==> src/verilog/csi2_proto_pkg.sv <==
package csi2_proto_pkg;

// Number of data lanes on the receive side.
localparam int LANES = 2;

// Leader byte of every HS burst, seen on each lane in the same cycle.
localparam logic [7 : 0] SYNC_BYTE = 8'hB8;

// Data identifier values handled by the receiver.
typedef enum logic [7 : 0]
{
  DT_FRAME_START = 8'h00,
  DT_FRAME_END   = 8'h01,
  DT_LINE_START  = 8'h02,
  DT_LINE_END    = 8'h03,
  DT_RAW8        = 8'h2A
} data_type_t;

// Data types up to this value are short packets without payload.
localparam logic [7 : 0] DT_SHORT_MAX = 8'h0F;

endpackage

==> src/verilog/csi2_rx_pkg.sv <==
package csi2_rx_pkg;

// Packet decoder states.
typedef enum logic [2 : 0]
{
  ST_IDLE,
  ST_HDR0,
  ST_HDR1,
  ST_PAYLOAD,
  ST_CRC,
  ST_SKIP
} pkt_state_t;

// Two lane bytes merged into one word.
localparam int WORD_W     = 16;

localparam int FIFO_DEPTH = 8;

// Word count field of the packet header.
localparam int WC_W       = 16;

endpackage

==> src/verilog/csi2_lane_merge.sv <==
`timescale 1ns/1ns

module csi2_lane_merge
(
  input                                          ref_clk_i,
  input                                          ref_srst_i,
  input        [7 : 0]                           lane0_data_i,
  input        [7 : 0]                           lane1_data_i,
  input        [csi2_proto_pkg::LANES - 1 : 0]   lane_valid_i,
  output logic [csi2_rx_pkg::WORD_W - 1 : 0]     word_o,
  output logic                                   word_valid_o,
  output logic                                   sof_o
);

import csi2_proto_pkg::*;

logic both_valid;
logic idle_q;
logic in_pkt;
logic sync_det;

assign both_valid = &lane_valid_i;

// Sync must follow at least one cycle without both lanes valid.
assign sync_det = both_valid && idle_q &&
                  ( lane0_data_i == SYNC_BYTE ) &&
                  ( lane1_data_i == SYNC_BYTE );

always_ff @( posedge ref_clk_i, posedge ref_srst_i )
  if( ref_srst_i )
    begin
      idle_q       <= 1'b1;
      in_pkt       <= 1'b0;
      sof_o        <= 1'b0;
      word_valid_o <= 1'b0;
    end
  else
    begin
      idle_q       <= !both_valid;
      sof_o        <= sync_det;
      word_valid_o <= in_pkt && both_valid;
      if( sync_det )
        in_pkt <= 1'b1;
      else
        if( !both_valid )
          in_pkt <= 1'b0;
    end

// Lane 1 forms the upper byte.
always_ff @( posedge ref_clk_i )
  word_o <= { lane1_data_i, lane0_data_i };

endmodule

==> src/verilog/csi2_pkt_fsm.sv <==
`timescale 1ns/1ns

module csi2_pkt_fsm
(
  input                                        ref_clk_i,
  input                                        ref_srst_i,
  input        [csi2_rx_pkg::WORD_W - 1 : 0]   word_i,
  input                                        word_valid_i,
  input                                        sof_i,
  input                                        last_i,
  input        [1 : 0]                         keep_i,
  output logic                                 wc_load_o,
  output logic [csi2_rx_pkg::WC_W - 1 : 0]     wc_o,
  output logic                                 wc_dec_o,
  output logic                                 push_o,
  output logic [csi2_rx_pkg::WORD_W - 1 : 0]   push_data_o,
  output logic                                 push_user_o,
  output logic                                 push_last_o,
  output logic [1 : 0]                         push_keep_o,
  output logic                                 err_dt_o
);

import csi2_proto_pkg::*;
import csi2_rx_pkg::*;

pkt_state_t   state;
pkt_state_t   state_next;
data_type_t   dt;
logic [7 : 0] wc_lo;
logic         user_armed;
logic         arm_user;
logic         clear_user;
logic         hdr_done;
logic         is_short;
logic         skip_pkt;
logic         payload_word;

assign hdr_done     = ( state == ST_HDR1 ) && word_valid_i;
assign is_short     = dt <= DT_SHORT_MAX;
assign skip_pkt     = hdr_done && !is_short && ( dt != DT_RAW8 );
assign payload_word = ( state == ST_PAYLOAD ) && word_valid_i;

// Word count high byte rides on lane 0 of the second header word.
assign wc_o      = { word_i[7 : 0], wc_lo };
assign wc_load_o = hdr_done && ( dt == DT_RAW8 ) && ( wc_o != '0 );
assign wc_dec_o  = payload_word;

always_comb
  begin
    arm_user   = 1'b0;
    clear_user = payload_word;
    if( hdr_done && is_short )
      case( dt )
        DT_FRAME_START:
          arm_user = 1'b1;
        DT_FRAME_END:
          clear_user = 1'b1;
        // Line boundaries come from the RAW8 word count.
        default:
          clear_user = payload_word;
      endcase
  end

always_comb
  begin
    state_next = state;
    case( state )
      ST_IDLE:
        state_next = ST_IDLE;
      ST_HDR0:
        if( word_valid_i )
          state_next = ST_HDR1;
        else
          state_next = ST_IDLE;
      ST_HDR1:
        if( !word_valid_i || is_short )
          state_next = ST_IDLE;
        else
          if( skip_pkt )
            state_next = ST_SKIP;
          else
            if( wc_load_o )
              state_next = ST_PAYLOAD;
            else
              state_next = ST_CRC;
      ST_PAYLOAD:
        if( !word_valid_i )
          state_next = ST_IDLE;
        else
          if( last_i )
            state_next = ST_CRC;
      ST_CRC:
        state_next = ST_IDLE;
      ST_SKIP:
        if( !word_valid_i )
          state_next = ST_IDLE;
      default:
        state_next = ST_IDLE;
    endcase
    // A sync word restarts decoding.
    if( sof_i )
      state_next = ST_HDR0;
  end

always_ff @( posedge ref_clk_i, posedge ref_srst_i )
  if( ref_srst_i )
    begin
      state      <= ST_IDLE;
      user_armed <= 1'b0;
      push_o     <= 1'b0;
      err_dt_o   <= 1'b0;
    end
  else
    begin
      state    <= state_next;
      push_o   <= payload_word;
      err_dt_o <= skip_pkt;
      if( arm_user )
        user_armed <= 1'b1;
      else
        if( clear_user )
          user_armed <= 1'b0;
    end

always_ff @( posedge ref_clk_i )
  begin
    if( ( state == ST_HDR0 ) && word_valid_i )
      begin
        dt    <= data_type_t'( word_i[7 : 0] );
        wc_lo <= word_i[15 : 8];
      end
    push_data_o <= word_i;
    push_user_o <= user_armed;
    push_last_o <= last_i;
    push_keep_o <= keep_i;
  end

endmodule

==> src/verilog/csi2_wc_counter.sv <==
`timescale 1ns/1ns

module csi2_wc_counter
(
  input                                   ref_clk_i,
  input                                   ref_srst_i,
  input                                   load_i,
  input        [csi2_rx_pkg::WC_W - 1 : 0] wc_i,
  input                                   dec_i,
  output logic                            last_o,
  output logic [1 : 0]                    keep_o
);

import csi2_rx_pkg::*;

// Payload bytes still to come, the current word included.
logic [WC_W - 1 : 0] remain;

always_ff @( posedge ref_clk_i, posedge ref_srst_i )
  if( ref_srst_i )
    remain <= '0;
  else
    if( load_i )
      remain <= wc_i;
    else
      if( dec_i )
        begin
          if( remain > WC_W'( 2 ) )
            remain <= remain - WC_W'( 2 );
          else
            remain <= '0;
        end

assign last_o = remain <= WC_W'( 2 );

// Odd count leaves a lone byte on lane 0.
assign keep_o = ( remain == WC_W'( 1 ) ) ? 2'b01 : 2'b11;

endmodule

==> src/verilog/csi2_pixel_fifo.sv <==
`timescale 1ns/1ns

module csi2_pixel_fifo
(
  input                                        ref_clk_i,
  input                                        ref_srst_i,
  input                                        push_i,
  input        [csi2_rx_pkg::WORD_W - 1 : 0]   data_i,
  input                                        user_i,
  input                                        last_i,
  input        [1 : 0]                         keep_i,
  input                                        tready_i,
  output logic [csi2_rx_pkg::WORD_W - 1 : 0]   tdata_o,
  output logic                                 tvalid_o,
  output logic [1 : 0]                         tkeep_o,
  output logic                                 tuser_o,
  output logic                                 tlast_o,
  output logic                                 overflow_o
);

import csi2_rx_pkg::*;

// One beat is user, last, keep and data packed together.
logic [WORD_W + 3 : 0]             mem [FIFO_DEPTH];
logic [$clog2( FIFO_DEPTH ) - 1 : 0] wr_ptr;
logic [$clog2( FIFO_DEPTH ) - 1 : 0] rd_ptr;
logic [$clog2( FIFO_DEPTH ) : 0]     count;
logic                              full;
logic                              wr_en;
logic                              rd_en;

assign full     = count == FIFO_DEPTH;
assign wr_en    = push_i && !full;
assign tvalid_o = count != '0;
assign rd_en    = tvalid_o && tready_i;

always_ff @( posedge ref_clk_i, posedge ref_srst_i )
  if( ref_srst_i )
    begin
      wr_ptr     <= '0;
      rd_ptr     <= '0;
      count      <= '0;
      overflow_o <= 1'b0;
    end
  else
    begin
      if( wr_en )
        wr_ptr <= wr_ptr + 1'b1;
      if( rd_en )
        rd_ptr <= rd_ptr + 1'b1;
      case( { wr_en, rd_en } )
        2'b10:   count <= count + 1'b1;
        2'b01:   count <= count - 1'b1;
        default: count <= count;
      endcase
      // Sticky until reset.
      if( push_i && full )
        overflow_o <= 1'b1;
    end

always_ff @( posedge ref_clk_i )
  if( wr_en )
    mem[wr_ptr] <= { user_i, last_i, keep_i, data_i };

// Head entry stays put until the handshake moves rd_ptr.
assign { tuser_o, tlast_o, tkeep_o, tdata_o } = mem[rd_ptr];

endmodule

==> src/verilog/csi2_rx.sv <==
`timescale 1ns/1ns

module csi2_rx
(
  input                                          ref_clk_i,
  input                                          ref_srst_i,
  input        [7 : 0]                           lane0_data_i,
  input        [7 : 0]                           lane1_data_i,
  input        [csi2_proto_pkg::LANES - 1 : 0]   lane_valid_i,
  input                                          video_tready_i,
  output logic [csi2_rx_pkg::WORD_W - 1 : 0]     video_tdata_o,
  output logic                                   video_tvalid_o,
  output logic [1 : 0]                           video_tkeep_o,
  output logic                                   video_tuser_o,
  output logic                                   video_tlast_o,
  output logic                                   err_dt_o,
  output logic                                   overflow_o
);

import csi2_rx_pkg::*;

logic [WORD_W - 1 : 0] word;
logic                  word_valid;
logic                  sof;
logic                  wc_load;
logic [WC_W - 1 : 0]   wc;
logic                  wc_dec;
logic                  wc_last;
logic [1 : 0]          wc_keep;
logic                  push;
logic [WORD_W - 1 : 0] push_data;
logic                  push_user;
logic                  push_last;
logic [1 : 0]          push_keep;

csi2_lane_merge csi2_lane_merge (
  .ref_clk_i    ( ref_clk_i    ),
  .ref_srst_i   ( ref_srst_i   ),
  .lane0_data_i ( lane0_data_i ),
  .lane1_data_i ( lane1_data_i ),
  .lane_valid_i ( lane_valid_i ),
  .word_o       ( word         ),
  .word_valid_o ( word_valid   ),
  .sof_o        ( sof          )
);

csi2_pkt_fsm csi2_pkt_fsm (
  .ref_clk_i    ( ref_clk_i    ),
  .ref_srst_i   ( ref_srst_i   ),
  .word_i       ( word         ),
  .word_valid_i ( word_valid   ),
  .sof_i        ( sof          ),
  .last_i       ( wc_last      ),
  .keep_i       ( wc_keep      ),
  .wc_load_o    ( wc_load      ),
  .wc_o         ( wc           ),
  .wc_dec_o     ( wc_dec       ),
  .push_o       ( push         ),
  .push_data_o  ( push_data    ),
  .push_user_o  ( push_user    ),
  .push_last_o  ( push_last    ),
  .push_keep_o  ( push_keep    ),
  .err_dt_o     ( err_dt_o     )
);

csi2_wc_counter csi2_wc_counter (
  .ref_clk_i    ( ref_clk_i    ),
  .ref_srst_i   ( ref_srst_i   ),
  .load_i       ( wc_load      ),
  .wc_i         ( wc           ),
  .dec_i        ( wc_dec       ),
  .last_o       ( wc_last      ),
  .keep_o       ( wc_keep      )
);

csi2_pixel_fifo csi2_pixel_fifo (
  .ref_clk_i    ( ref_clk_i      ),
  .ref_srst_i   ( ref_srst_i     ),
  .push_i       ( push           ),
  .data_i       ( push_data      ),
  .user_i       ( push_user      ),
  .last_i       ( push_last      ),
  .keep_i       ( push_keep      ),
  .tready_i     ( video_tready_i ),
  .tdata_o      ( video_tdata_o  ),
  .tvalid_o     ( video_tvalid_o ),
  .tkeep_o      ( video_tkeep_o  ),
  .tuser_o      ( video_tuser_o  ),
  .tlast_o      ( video_tlast_o  ),
  .overflow_o   ( overflow_o     )
);

endmodule

==> config.mk <==
export PLATFORM = sky130hd
export DESIGN_NAME = csi2_rx
export DESIGN_NICKNAME = d
export VERILOG_FILES = /design/src/verilog/csi2_proto_pkg.sv /design/src/verilog/csi2_rx_pkg.sv /design/src/verilog/csi2_lane_merge.sv /design/src/verilog/csi2_pkt_fsm.sv /design/src/verilog/csi2_wc_counter.sv /design/src/verilog/csi2_pixel_fifo.sv /design/src/verilog/csi2_rx.sv
export SDC_FILE = /design/constraint.sdc
export NUM_CORES = 1
export LEC_CHECK = 0
export ABC_AREA = 1
export BUFFER_PORTS_ARGS = -buffer_cell sky130_fd_sc_hd__buf_2
export CORE_MARGIN = 2
export CORE_UTILIZATION = 60
export CTS_BUF_LIST = sky130_fd_sc_hd__clkbuf_8
export DETAILED_ROUTE_END_ITERATION = 7
export GPL_ROUTABILITY_DRIVEN = 0
export HOLD_SLACK_MARGIN = 0.1
export PLACE_DENSITY = 0.89
export SETUP_SLACK_MARGIN = 0.1
export SYNTH_ARGS = -nofsm -noshare
export SYNTH_HDL_FRONTEND = slang
export SYNTH_HIERARCHICAL = 1
export SYNTH_SLANG_ARGS = --single-unit
==> constraint.sdc <==
create_clock -name ref_clk_i -period 5.76 [get_ports ref_clk_i]
set_input_delay 0.576 -clock ref_clk_i [delete_from_list [all_inputs] [get_ports ref_clk_i]]
set_output_delay 0.576 -clock ref_clk_i [all_outputs]
set_load 0.02 [all_outputs]
# == Word level (Yosys, flattened, before mapping) ==
# Memories as Yosys holds them, arrays and structs flattened.
# Cells that the tools add are included.
# word_totals
regBits,89
mem_bits_rw,160
input_bits,21
out_inout_bits,23
wordCells,97
n_memories,1
# classes
n_addsub,5
n_lt_le_gt_ge,3
eq_ne,16
muxes,24
reduce_logical,28
# mem_list
memory,words,word_bits,rd,rd_ports_with_merged_regs,write_ports,line,source
csi2_pixel_fifo.mem,8,20,1,0,1,csi2_pixel_fifo.sv:24,logic [WORD_W + 3 : 0] mem [FIFO_DEPTH];
# op_table
cell,n
2-to-1 mux 16 bit,3
2-to-1 mux 3 bit,7
== test 16 x 1 -> 1 bit (second input constant),1
== test 8 bit (second input constant),2
> comparator 16 x 2 -> 1 bit (second input constant),1
less-or-equal comparator 16 x 2 -> 1 bit (second input constant),1
nonzero test 16 bit,1
subtractor 16 x 2 -> 16 bit (second input constant),1
logical AND 1 bit,15
one-hot mux 3 bit (4 select lines),1
2-to-1 mux 1 bit,10
== test 8 x 1 -> 1 bit (second input constant),1
== test 8 x 6 -> 1 bit (second input constant),1
less-or-equal comparator 8 x 4 -> 1 bit (second input constant),1
logical NOT 8 bit,1
!= test 8 x 6 -> 1 bit (second input constant),1
one-hot mux 4 bit (2 select lines),1
adder 3 x 1 -> 3 bit (second input constant),2
== test 3 x 2 -> 1 bit (second input constant),2
nonzero test 2 bit,3
adder 4 x 1 -> 4 bit (second input constant),1
== test 4 bit (second input constant),1
logical NOT 1 bit,4
2-to-1 mux 2 bit,2
other kinds (11),12

# == Depth between registers and ports, before layout ==
# Gate-level depths: netlist (run 1).
# depth
word_depth,9
ltp_mapped,15
depth_no_buf,13

# == Hierarchy ==
# Netlist (run 1), hierarchy kept.
# modules_own_cells
mod,n_inst,cells_each,area_per_inst_um2,seq_area_each_um2
csi2_pixel_fifo,1,775,7537.2,5079.9
csi2_pkt_fsm,1,117,1383.8,1031.0
csi2_wc_counter,1,154,1136.1,400.4
csi2_lane_merge,1,47,555.5,421.7

# == Worst setup path after synthesis (run 1) ==
# Ideal clock, no wire load.
# synth_path
path_type,register to register
startpoint,reg csi2_pixel_fifo.count[0]
endpoint,mem csi2_pixel_fifo/mem[4][0] (netlist name) (enable)
setup_time_ns,0.422
t_arrival_ns,2.199
required_ns,5.338
setup_slack_ns,3.139
stages_incl_launch_ff,6
n_path_buf,1
period_less_slack_ns,2.621
path_cell_list,dfrtp_1 -> nor2_1 -> nand3_1 -> nand2_1 -> buf_6 -> nor3_1
# synth_via
elab_chain_len,5
# synth_lines
element,line,source
start: declaration,csi2_pixel_fifo.sv:27,logic [$clog2( FIFO_DEPTH ) : 0] count;
start signal: assignment,csi2_pixel_fifo.sv:52,2'b10: count <= count + 1'b1;
start signal: assignment,csi2_pixel_fifo.sv:53,2'b01: count <= count - 1'b1;
start signal: assignment,csi2_pixel_fifo.sv:54,default: count <= count;
== test 4 bit,csi2_pixel_fifo.sv:32,assign full = count == FIFO_DEPTH;
logical NOT 1 bit,csi2_pixel_fifo.sv:33,assign wr_en = push_i && !full;
logical AND 1 bit,csi2_pixel_fifo.sv:33,
2-to-1 mux 1 bit,csi2_pixel_fifo.sv:62,if( wr_en )
2-to-1 mux 1 bit (implied by the code),csi2_pixel_fifo.sv:63,"mem[wr_ptr] <= { user_i, last_i, keep_i, data_i };"
end: declaration,csi2_pixel_fifo.sv:24,
# Every way passes these cells.

# == Final worst setup path (run 1) ==
# layout_path
startpoint,reg csi2_pixel_fifo.rd_ptr[0]
endpoint,out video_tuser_o
# layout_via
elab_chain_len,1
# layout_lines
element,line,source
start: declaration,csi2_pixel_fifo.sv:26,logic [$clog2( FIFO_DEPTH ) - 1 : 0] rd_ptr;
start signal: assignment,csi2_pixel_fifo.sv:50,rd_ptr <= rd_ptr + 1'b1;
memory read (8 x 20 bit),n/a,
end: declaration,csi2_rx.sv:14,"output logic video_tuser_o,"
# Every way passes these cells.

==> results of run 1 <==
==> power by group through the flow <==
stage	clock [mW]	combinational (mW)	sequential (mW)
after floorplan	0	1.07	2.02
after detailed placement	0	1.25	2.13
after global routing	1.56	1.43	2.12
after global placement	0	1.19	2.13
final	1.46	1.29	2.10
after CTS	1.48	1.28	2.10
==> area by class of cell <==
cell class	instances	area share, %
Timing Repair Buffer	57	2.75
Sequential cell	249	59.0
Tap cell	225	2.40
Clock inverter	32	1.64
Multi-Input combinational cell	663	24.9
Clock buffer	42	4.92
Inverter	136	4.34
==> worst max-delay path, stage by stage (launching register included) <==
cell and delay, ns:
sky130_fd_sc_hd__dfrtp_4 1.11, sky130_fd_sc_hd__buf_4 0.58, sky130_fd_sc_hd__nor2_1 0.11, sky130_fd_sc_hd__nor2_1 0.12, sky130_fd_sc_hd__nand2_1 0.06, sky130_fd_sc_hd__nand2_1 0.06, sky130_fd_sc_hd__nand2_1 0.06, sky130_fd_sc_hd__nand2_1 0.10
sky130_fd_sc_hd__buf_2 0.17
==> worst paths after layout <==
kind                                                             from                               endpoint  slack (ns)  cells past startpoint
max in group asynchronous                                  ref_srst_i  csi2_wc_counter/remain[2]$_DFFE_PP0P_        4.60                      3
min in group asynchronous                                  ref_srst_i        csi2_lane_merge/sof_o$_DFF_PP0_        0.52                      3
worst max-delay path            csi2_pixel_fifo/rd_ptr[0]$_DFFE_PP0P_                          video_tuser_o        2.20                      8
worst max register to register        csi2_pkt_fsm/wc_lo[5]$_DFFE_PP_  csi2_wc_counter/remain[7]$_DFFE_PP0P_        3.15                     11
worst min-delay path                                  lane0_data_i[2]      csi2_lane_merge/word_o[2]$_DFF_P_        0.16                      1
worst min register to register      csi2_lane_merge/word_o[8]$_DFF_P_    csi2_pkt_fsm/push_data_o[8]$_DFF_P_        0.35                      0
==> stage by stage <==
| step | utilization, % | cells | hold slack [ns] | power (mW) | setup WS, ns |
|---|---|---|---|---|---|
| finish | 67.9 | 1404 | 0.161 | 4.85 | 2.20 |
| global route | 67.9 | 1404 | 0.129 | 5.11 | 2.01 |
| CTS | 67.9 | 1404 | 0.137 | 4.86 | 2.25 |
| detailed placement | 63.4 | 1329 | 0.346 | 3.38 | 2.86 |
| global placement | 63.4 | 1329 | 0.334 | 3.32 | 2.96 |
| floorplan | - | 1093 | 0.327 | 3.09 | 3.14 |
==> cell families (layout without fill, tap and decap cells) <==
group	count (synthesis)	count (layout)
AO/OA/AOI/OAI	30	30
flip-flops	249	249
other	1	1
buffers and inverters	181	267
adder cells (fa/ha/maj)	7	7
XOR/XNOR	9	9
AND/OR/NAND/NOR	616	616
==> cell usage in the layout, fill, tap and decap left out, types with 3 or more instances in the layout <==
master                     synthesis  final
sky130_fd_sc_hd__inv_1           132    144
sky130_fd_sc_hd__o21ai_0           6      6
sky130_fd_sc_hd__buf_2            18     43
sky130_fd_sc_hd__a22oi_1           9      9
sky130_fd_sc_hd__nand2_2           4      4
sky130_fd_sc_hd__xnor2_1           5      5
sky130_fd_sc_hd__inv_2             4      4
sky130_fd_sc_hd__dfrtp_1          36     35
sky130_fd_sc_hd__ha_1              6      6
sky130_fd_sc_hd__nor2_4            5      5
sky130_fd_sc_hd__clkinv_1          0      8
sky130_fd_sc_hd__nor2_1          194    194
sky130_fd_sc_hd__nand4_1           5      5
sky130_fd_sc_hd__o21bai_1          3      3
sky130_fd_sc_hd__clkbuf_8          0     42
sky130_fd_sc_hd__edfxtp_1        176    176
sky130_fd_sc_hd__dfxtp_1          36     36
sky130_fd_sc_hd__clkinv_2          0      8
sky130_fd_sc_hd__buf_4            16     13
sky130_fd_sc_hd__nand2_1         350    350
sky130_fd_sc_hd__a21oi_1           3      3
sky130_fd_sc_hd__xor2_1            4      4
sky130_fd_sc_hd__nor3_2            1      9
sky130_fd_sc_hd__nor2_2           11     11
sky130_fd_sc_hd__nand3b_1          6      6
sky130_fd_sc_hd__o21ai_1           5      5
sky130_fd_sc_hd__nand3_1          24     24
==> state kept, by name, indices dropped and copies added (netlist names), 2 cells and up <==
signal,count
csi2_lane_merge/word_o,16
csi2_pkt_fsm/push_data_o,16
csi2_pkt_fsm/wc_lo,8
csi2_pkt_fsm/dt,8
csi2_wc_counter/remain,16
csi2_pixel_fifo/wr_ptr,3
csi2_pkt_fsm/state,3
csi2_pixel_fifo/mem,160
csi2_pkt_fsm/push_keep_o,2
csi2_pixel_fifo/rd_ptr,3
csi2_pixel_fifo/count,4
==> timing repair <==
| action | 4_1_cts | 5_1_grt |
|---|---|---|
| endpoints found under the hold margin | 20 | 0 |
| hold buffers | 1 | 0 |
| gates resized for setup | 0 | 0 |
==> routing by layer <==
metal,vias to the layer above,routed length (µm),part of all wire [%]
li1,3526,-,-
met1,3394,8400,38
met2,386,11300,51
met3,70,1970,8.8
met4,0,692,3.1
met5,-,0,0
==> flow_summary.html, run 1 <==
<table>
<tr><th>Metric</th><th>Value</th></tr>
<tr><th colspan="2">Synthesis</th></tr>
<tr><td>Synth warn</td><td>6</td></tr>
<tr><td>Dominant combinational cell family by area after synthesis</td><td>simple AND/OR/NAND/NOR gates</td></tr>
<tr><td>Post-synthesis share of cell area spent on full adders, half adders and majority gates</td><td>0.896%</td></tr>
<tr><td>Number of standard cells after synthesis</td><td>1,093</td></tr>
<tr><td>Predominant post-synthesis flop cell</td><td>sky130_fd_sc_hd__edfxtp_1</td></tr>
<tr><td>Fraction of registers with async set/reset</td><td>14.9%</td></tr>
<tr><td>Xor-xnor portion of the synthesized cell area</td><td>0.743%</td></tr>
<tr><td>Synthesized area</td><td>10,600 µm²</td></tr>
<tr><td>Fraction of synthesized cell area taken by the top area cell type</td><td>49.8%</td></tr>
<tr><td>Syn Nets</td><td>1,121</td></tr>
<tr><td>Post-synthesis simple-gate area fraction</td><td>23.7%</td></tr>
<tr><td>Yosys cell types</td><td>37</td></tr>
<tr><td>Number of flops mapped to enable cells by yosys</td><td>176</td></tr>
<tr><td>Cell taking the most area after synthesis</td><td>sky130_fd_sc_hd__edfxtp_1</td></tr>
<tr><td>Cell types with the largest area share after synthesis</td><td>sky130_fd_sc_hd__edfxtp_1, sky130_fd_sc_hd__nand2_1, sky130_fd_sc_hd__dfrtp_1</td></tr>
<tr><td>Portion of netlist area occupied by mux cells</td><td>0%</td></tr>
<tr><td>Fraction of the mapped netlist area in compound gates</td><td>1.84%</td></tr>
<tr><td>Yosys reg bits</td><td>249</td></tr>
<tr><td>Post-synthesis average cell area</td><td>9.71 µm²</td></tr>
<tr><td>Proportion of synthesized chip area in sequential cells</td><td>65.3%</td></tr>
<tr><td>Most instantiated cells after synthesis</td><td>sky130_fd_sc_hd__nand2_1, sky130_fd_sc_hd__nor2_1, sky130_fd_sc_hd__edfxtp_1</td></tr>
<tr><td>Cell with the most instances after synthesis</td><td>sky130_fd_sc_hd__nand2_1</td></tr>
<tr><th colspan="2">Placement</th></tr>
<tr><td>Port buffer count</td><td>43</td></tr>
<tr><td>Detailed Place HPWL</td><td>12,800 µm</td></tr>
<tr><td>Instance area after placement</td><td>11,000 µm²</td></tr>
<tr><th colspan="2">Detailed routing</th></tr>
<tr><td>Number of search-and-repair iterations in the first detailed-routing pass</td><td>6</td></tr>
<tr><td>Routed wirelength normalized by instance count</td><td>16.0 µm</td></tr>
<tr><td>Violation count after the first detailed-routing iteration</td><td>692</td></tr>
<tr><td>Number of remaining DRC errors</td><td>0</td></tr>
<tr><td>Number of vias after detailed routing</td><td>7,376</td></tr>
<tr><td>Routed Antenna Nets</td><td>0</td></tr>
<tr><td>Sum of routed wire length over all layers</td><td>22,400 µm</td></tr>
<tr><td>Via count normalized by instance count</td><td>5.25</td></tr>
<tr><th colspan="2">Power and ir drop</th></tr>
<tr><td>Switching power as a share of total power</td><td>35.1%</td></tr>
<tr><td>Total power density per cell area</td><td>413 nW/µm²</td></tr>
<tr><td>Leakage power</td><td>5.36 nW</td></tr>
<tr><td>Switch Pwr</td><td>1.71 mW</td></tr>
<tr><td>Maximum VDD drop</td><td>0.342 mV</td></tr>
<tr><td>Cell-internal power</td><td>3.15 mW</td></tr>
<tr><td>Power share of the clock group</td><td>30.0%</td></tr>
<tr><td>Combinational fraction of design power</td><td>26.6%</td></tr>
<tr><td>Sequential group share of total power</td><td>43.4%</td></tr>
<tr><th colspan="2">Timing</th></tr>
<tr><td>Final max-slew violation count</td><td>0</td></tr>
<tr><td>Final setup violation count</td><td>0</td></tr>
<tr><td>Worst-Margin Slew</td><td>1.12 ns</td></tr>
<tr><td>Slew Limit Headroom</td><td>25.4%</td></tr>
<tr><td>Maximum clock frequency</td><td>0.281 GHz</td></tr>
<tr><td>RSZ-0062 raised after global routing</td><td>false</td></tr>
<tr><td>Final hold vios</td><td>0</td></tr>
<tr><td>Largest clock skew in the final design</td><td>0.0260 ns</td></tr>
<tr><td>Aggregate negative setup slack</td><td>0 ns</td></tr>
<tr><td>Post-layout minimum cycle time</td><td>3.56 ns</td></tr>
<tr><td>Final worst path period share</td><td>61.8%</td></tr>
<tr><th colspan="2">Clocking</th></tr>
<tr><td>Clk root buf</td><td>sky130_fd_sc_hd__clkbuf_8</td></tr>
<tr><td>Max H-tree Level</td><td>2</td></tr>
<tr><td>Clock insertion delay at the later pin of the skew report</td><td>0.55 ns</td></tr>
<tr><td>CTS Buf Count</td><td>40</td></tr>
<tr><td>Buffer count from post-CTS setup fixing</td><td>0</td></tr>
<tr><td>Number of clock sinks</td><td>249</td></tr>
<tr><td>TritonCTS clock tree</td><td>built</td></tr>
<tr><td>Clock-pin slew on the worst setup and hold paths</td><td>0.06 ns</td></tr>
<tr><td>Bufs on Longest Clock Path</td><td>3</td></tr>
<tr><th colspan="2">Final layout</th></tr>
<tr><td>Final non-filler cell area</td><td>11,800 µm²</td></tr>
<tr><td>Layout cell share with drive strength beyond 1</td><td>13.1%</td></tr>
<tr><td>Antenna cells</td><td>0</td></tr>
<tr><td>Net total in the final layout</td><td>1,175</td></tr>
<tr><td>Area used by multi-input combinational logic</td><td>2930 µm²</td></tr>
<tr><td>Filler Cell Count</td><td>1,170</td></tr>
<tr><td>Growth of design area from synthesis to finish</td><td>10.7%</td></tr>
<tr><td>Register Area</td><td>6940 µm²</td></tr>
<tr><th colspan="2">Die</th></tr>
<tr><td>Die ar.</td><td>18,800 µm²</td></tr>
<tr><td>Horizontal extent of the die</td><td>137 µm</td></tr>
<tr><td>Std cell rows</td><td>48</td></tr>
<tr><td>Placeable core area</td><td>17,300 µm²</td></tr>
<tr><td>Top-level I/O count</td><td>44</td></tr>
<tr><td>Floorplan die height</td><td>137 µm</td></tr>
<tr><td>Initial Utilization</td><td>61.4%</td></tr>
<tr><th colspan="2">Global routing</th></tr>
<tr><td>Global-route track usage on met2</td><td>42.6%</td></tr>
<tr><td>Global Route met3 Usage</td><td>4.37%</td></tr>
<tr><td>Antenna violations before repair</td><td>0</td></tr>
<tr><td>Via count of the first global-routing pass</td><td>7,089</td></tr>
<tr><td>Pin count of the biggest net entering global routing</td><td>112</td></tr>
<tr><td>Global-route wire length before repair</td><td>35,100 µm</td></tr>
<tr><td>GR Util met1</td><td>30.5%</td></tr>
<tr><td>Layer with the highest usage after global routing</td><td>met2</td></tr>
<tr><td>Total global routing overflow</td><td>0</td></tr>
<tr><td>Global-route usage over all layers</td><td>24.7%</td></tr>
<tr><th colspan="2">Worst setup path</th></tr>
<tr><td>Critical Path Sink Type</td><td>output pin</td></tr>
<tr><td>CP Data Arrival Time</td><td>2.98 ns</td></tr>
<tr><td>Data required time at the worst endpoint</td><td>5.18 ns</td></tr>
<tr><td>Nature of the critical path startpoint</td><td>flop</td></tr>
<tr><td>Critical setup path kind</td><td>flop to output pin</td></tr>
<tr><td>CP Max Fanout</td><td>111</td></tr>
<tr><th colspan="2">Outcome</th></tr>
<tr><td>Outcome</td><td>complete, no violations</td></tr>
<tr><th colspan="2">Run</th></tr>
<tr><td>Number of max-capacitance violations reported</td><td>0</td></tr>
<tr><th colspan="2">Min path</th></tr>
<tr><td>Path class of the lowest-slack min-delay path</td><td>input pin to flop</td></tr>
</table>
(Power assumes the default switching activity.)
==> run 2: changes to the inputs <==
Settings changed: ABC_AREA 1 to 0, CORE_UTILIZATION 60 to 57.
Clock period 5.76 ns to 2.87 ns, I/O delays scaled along.
==> run 2 against run 1 <==
Global-route usage down 1.1 points. Count of clock-buffer cells in the layout up 5. Register-to-register slack worse by 2.9 ns. Hold slack better by 0.073 ns. Wire length down 8.5%. Total power up 83%. Sequential cell count unchanged. Cell count down 36%. Sequential power up 93%. Sequential share of layout area up 2.3 points. Core utilization down 0.20 points. Non-clock buffer count up 29.
==> flow_summary.html, run 2 <==
<table>
<tr><th>Metric</th><th>Value</th></tr>
<tr><th colspan="2">Outcome</th></tr>
<tr><td>Outcome</td><td>complete, no violations</td></tr>
<tr><th colspan="2">Final layout</th></tr>
<tr><td>Most frequent cells in the layout</td><td>sky130_fd_sc_hd__edfxtp_1, sky130_fd_sc_hd__clkbuf_8, sky130_fd_sc_hd__buf_2, sky130_fd_sc_hd__mux4_1, sky130_fd_sc_hd__dfxtp_1</td></tr>
<tr><td>Layout cell share with drive strength beyond 1</td><td>25.8% (+13 points)</td></tr>
<tr><td>Growth of design area from synthesis to finish</td><td>15.5%</td></tr>
<tr><td>Finished Core Util</td><td>67.7% (-0.20 points)</td></tr>
<tr><td>Max FFs per register</td><td>160 (unchanged)</td></tr>
<tr><td>Filler Cell Count</td><td>1,025 (-12%)</td></tr>
<tr><td>Final Non-Filler Cells</td><td>898 (-36%)</td></tr>
<tr><td>Leading cell type in the layout, fill and taps excluded</td><td>sky130_fd_sc_hd__edfxtp_1</td></tr>
<tr><td>Net total in the final layout</td><td>674 (-43%)</td></tr>
<tr><td>Register ranked first by flip-flop count</td><td>csi2_pixel_fifo/mem</td></tr>
<tr><th colspan="2">Clocking</th></tr>
<tr><td>TritonCTS clock tree</td><td>built</td></tr>
<tr><td>Clk root buf</td><td>sky130_fd_sc_hd__clkbuf_8</td></tr>
<tr><td>Number of clock sinks</td><td>249 (unchanged)</td></tr>
<tr><td>Clock-pin slew on the worst setup and hold paths</td><td>0.06 ns (about the same)</td></tr>
<tr><td>Bufs on Longest Clock Path</td><td>3 (unchanged)</td></tr>
<tr><td>CTS Buf Count</td><td>39 (-2.5%)</td></tr>
<tr><td>Clock insertion delay at the later pin of the skew report</td><td>0.54 ns (about the same)</td></tr>
<tr><td>Max H-tree Level</td><td>2 (unchanged)</td></tr>
<tr><th colspan="2">Placement</th></tr>
<tr><td>Post-placement cell count</td><td>800 (-40%)</td></tr>
<tr><td>Pre-CTS worst setup slack</td><td>0.118 ns (-2.74 ns)</td></tr>
<tr><td>Port buffer count</td><td>43 (unchanged)</td></tr>
<tr><td>Detailed Place HPWL</td><td>12,300 µm (-3.7%)</td></tr>
<tr><th colspan="2">Synthesis</th></tr>
<tr><td>Cell with the most instances after synthesis</td><td>sky130_fd_sc_hd__edfxtp_1</td></tr>
<tr><td>Number of flops mapped to enable cells by yosys</td><td>176 (unchanged)</td></tr>
<tr><td>Cell taking the most area after synthesis</td><td>sky130_fd_sc_hd__edfxtp_1</td></tr>
<tr><td>Most instantiated cells after synthesis</td><td>sky130_fd_sc_hd__edfxtp_1, sky130_fd_sc_hd__mux4_1, sky130_fd_sc_hd__dfrtp_1, sky130_fd_sc_hd__dfxtp_1, sky130_fd_sc_hd__mux2_2</td></tr>
<tr><td>Proportion of synthesized chip area in sequential cells</td><td>70.8% (+5.5 points)</td></tr>
<tr><td>Cell types with the largest area share after synthesis</td><td>sky130_fd_sc_hd__edfxtp_1, sky130_fd_sc_hd__mux4_1, sky130_fd_sc_hd__dfrtp_1</td></tr>
<tr><td>Synthesized area</td><td>9790 µm² (-7.7%)</td></tr>
<tr><td>Syn Nets</td><td>575 (-49%)</td></tr>
<tr><td>Fraction of registers with async set/reset</td><td>14.9% (unchanged)</td></tr>
<tr><td>Number of standard cells after synthesis</td><td>547 (-50%)</td></tr>
<tr><td>Fraction of synthesized cell area taken by the top area cell type</td><td>54.0% (+4.2 points)</td></tr>
<tr><td>Post-synthesis average cell area</td><td>17.9 µm² (+84%)</td></tr>
<tr><td>Yosys cell types</td><td>66 (+78%)</td></tr>
<tr><td>Yosys reg bits</td><td>249 (unchanged)</td></tr>
<tr><td>Synth warn</td><td>6 (unchanged)</td></tr>
<tr><td>Predominant post-synthesis flop cell</td><td>sky130_fd_sc_hd__edfxtp_1</td></tr>
<tr><th colspan="2">Timing</th></tr>
<tr><td>Maximum clock frequency</td><td>0.376 GHz</td></tr>
<tr><td>Post-layout minimum cycle time</td><td>2.66 ns</td></tr>
<tr><td>Worst-case hold slack</td><td>0.235 ns (+0.0734 ns)</td></tr>
<tr><td>Final worst path period share</td><td>92.6%</td></tr>
<tr><td>Aggregate negative setup slack</td><td>0 ns (unchanged)</td></tr>
<tr><td>Worst Slack Setup Final</td><td>0.212 ns (-1.99 ns)</td></tr>
<tr><td>Final setup violation count</td><td>0 (unchanged)</td></tr>
<tr><td>Worst-Margin Slew</td><td>0.765 ns (-0.353 ns)</td></tr>
<tr><td>Final hold vios</td><td>0 (unchanged)</td></tr>
<tr><td>Slew Limit Headroom</td><td>48.8% (+23 points)</td></tr>
<tr><td>Largest clock skew in the final design</td><td>0.0194 ns (-0.00664 ns)</td></tr>
<tr><td>RSZ-0062 raised after global routing</td><td>false</td></tr>
<tr><td>Final max-slew violation count</td><td>0 (unchanged)</td></tr>
<tr><th colspan="2">Run</th></tr>
<tr><td>Number of max-capacitance violations reported</td><td>0 (unchanged)</td></tr>
<tr><th colspan="2">Detailed routing</th></tr>
<tr><td>Sum of routed wire length over all layers</td><td>20,500 µm (-8.5%)</td></tr>
<tr><td>Routed wirelength normalized by instance count</td><td>22.8 µm (+43%)</td></tr>
<tr><td>Violation count after the first detailed-routing iteration</td><td>429 (-38%)</td></tr>
<tr><td>Via count normalized by instance count</td><td>6.08 (+16%)</td></tr>
<tr><td>Routed Antenna Nets</td><td>0 (unchanged)</td></tr>
<tr><td>Number of search-and-repair iterations in the first detailed-routing pass</td><td>5 (-1)</td></tr>
<tr><td>Number of vias after detailed routing</td><td>5,464 (-26%)</td></tr>
<tr><td>Number of remaining DRC errors</td><td>0 (unchanged)</td></tr>
<tr><th colspan="2">Worst setup path</th></tr>
<tr><td>Launching point of the worst reg2reg path</td><td>csi2_pixel_fifo/count[0]$_DFFE_PP0P_</td></tr>
<tr><td>CP Max Fanout</td><td>6 (-95%)</td></tr>
<tr><td>Nature of the critical path startpoint</td><td>flop</td></tr>
<tr><td>Depth of the worst register-to-register path</td><td>8 (-3)</td></tr>
<tr><td>Critical Path Sink Type</td><td>flop</td></tr>
<tr><td>Critical setup path kind</td><td>flop to flop</td></tr>
<tr><td>CP Data Arrival Time</td><td>3.07 ns (+0.09 ns)</td></tr>
<tr><td>Origin of the worst setup path</td><td>csi2_pixel_fifo/count[0]$_DFFE_PP0P_</td></tr>
<tr><td>Data required time at the worst endpoint</td><td>3.28 ns (-1.90 ns)</td></tr>
<tr><th colspan="2">Global routing</th></tr>
<tr><td>Global-route usage over all layers</td><td>23.6% (-1.1 points)</td></tr>
<tr><td>Global Route met3 Usage</td><td>5.59% (+1.2 points)</td></tr>
<tr><td>Pin count of the biggest net entering global routing</td><td>43 (-62%)</td></tr>
<tr><td>Layer with the highest usage after global routing</td><td>met2</td></tr>
<tr><td>Via count of the first global-routing pass</td><td>5,768 (-19%)</td></tr>
<tr><td>Total global routing overflow</td><td>0 (unchanged)</td></tr>
<tr><td>GR Util met1</td><td>29.2% (-1.4 points)</td></tr>
<tr><td>Antenna violations before repair</td><td>0 (unchanged)</td></tr>
<tr><td>Global-route wire length before repair</td><td>31,600 µm (-10%)</td></tr>
<tr><td>Global-route track usage on met2</td><td>40.3% (-2.3 points)</td></tr>
<tr><th colspan="2">Die</th></tr>
<tr><td>Initial Utilization</td><td>58.6% (-2.7 points)</td></tr>
<tr><td>Placeable core area</td><td>16,700 µm² (-3.4%)</td></tr>
<tr><td>Die ar.</td><td>18,200 µm² (-2.8%)</td></tr>
<tr><td>Horizontal extent of the die</td><td>135 µm (-1.4%)</td></tr>
<tr><td>Std cell rows</td><td>47 (-2.1%)</td></tr>
<tr><td>Floorplan die height</td><td>135 µm (-1.4%)</td></tr>
<tr><td>Top-level I/O count</td><td>44 (unchanged)</td></tr>
<tr><th colspan="2">Power and ir drop</th></tr>
<tr><td>Maximum VDD drop</td><td>0.598 mV (+75%)</td></tr>
<tr><td>Leakage power</td><td>4.13 nW (-23%)</td></tr>
<tr><td>Total power density per cell area</td><td>783 nW/µm² (+90%)</td></tr>
<tr><th colspan="2">Min path</th></tr>
<tr><td>Path class of the lowest-slack min-delay path</td><td>input pin to async pin</td></tr>
</table>
==> run 2: cell types whose count changed after synthesis, moves of 14 or more <==
cell                      previous run  this run
sky130_fd_sc_hd__mux4_1              0        39
sky130_fd_sc_hd__mux2_2              0        24
sky130_fd_sc_hd__nand3_1            24         9
sky130_fd_sc_hd__inv_1             132        15
sky130_fd_sc_hd__nand2_1           350        22
sky130_fd_sc_hd__buf_2              18         4
sky130_fd_sc_hd__nor2_1            194        22
==> run 2: final cells by class <==
| type | instances | area [µm²] | area share, % |
|---|---|---|---|
| Antenna cell | 1 | 2.50 | 0.0221 |
| Clock buffer | 47 | 647 | 5.72 |
| Clock inverter | 25 | 135 | 1.19 |
| Inverter | 16 | 60.1 | 0.531 |
| Multi-Input combinational cell | 254 | 2650 | 23.4 |
| Sequential cell | 249 | 6940 | 61.3 |
| Tap cell | 220 | 275 | 2.43 |
| Timing Repair Buffer | 86 | 603 | 5.33 |
==> run 2: cells by family after synthesis <==
kind of cell    Yosys count  share of synthesized area, %
flops                   249                          70.8
buf+inv                  44                          2.47
other cells               1                        0.0383
compound gates           51                          3.67
mux                      65                          13.6
simple gates            118                          7.41
fa+ha+maj                 7                         0.971
xor+xnor                 12                          1.07
==> run 2: through the flow <==
step           total power [mW]  instance area, µm²
2_1_floorplan              5.49                9790
3_3_place_gp               5.86               10300
3_5_place_dp               5.94               10300
4_1_cts                    8.91               11300
5_1_grt                    9.20               11300
6_report                   8.86               11300
==> run 2: final timing paths <==
kind / endpoint / slack (ns)
worst max-delay path: csi2_pixel_fifo/count[3]$_DFFE_PP0P_ / 0.21
worst min-delay path: csi2_lane_merge/in_pkt$_DFFE_PP0P_ / 0.23
worst max register to register: csi2_pixel_fifo/count[3]$_DFFE_PP0P_ / 0.21
worst min register to register: csi2_pkt_fsm/push_data_o[10]$_DFF_P_ / 0.39
max in group asynchronous: csi2_wc_counter/remain[5]$_DFFE_PP0P_ / 2.00
min in group ref_clk_i: csi2_pkt_fsm/push_data_o[10]$_DFF_P_ / 0.39
==> run 2: routing by layer <==
metal	vias to the layer above	wire length (µm)
li1	2392	-
met1	2778	7780
met2	251	10600
met3	43	1470
met4	0	602
met5	-	0
==> run 2: timing repair <==
| item | CTS | global route |
|---|---|---|
| gates resized for setup | 1 | 4 |
| setup buffers | 4 | 0 |
| endpoints found under the setup margin | 13 | 1 |
| hold buffers | 21 | 0 |
| hold endpoints to repair | 59 | 0 |
==> run 2: critical path: stages (launching register included) <==
cell and delay (ns):
sky130_fd_sc_hd__dfrtp_2 0.44, sky130_fd_sc_hd__or4_4 0.56, sky130_fd_sc_hd__nand2_2 0.12, sky130_fd_sc_hd__inv_1 0.05
sky130_fd_sc_hd__ha_1 0.20, sky130_fd_sc_hd__ha_2 0.31, sky130_fd_sc_hd__or4b_2 0.60, sky130_fd_sc_hd__o311ai_0 0.12
sky130_fd_sc_hd__o211ai_1 0.12
==> run 2: report_power, final <==
part	leakage [nW]	switching (mW)	internal, mW	total [mW]
combinational	1.33	0.956	0.947	1.90
sequential	2.35	0.120	3.93	4.05
clock	0.447	1.32	1.58	2.90
total	4.13	2.40	6.46	8.86
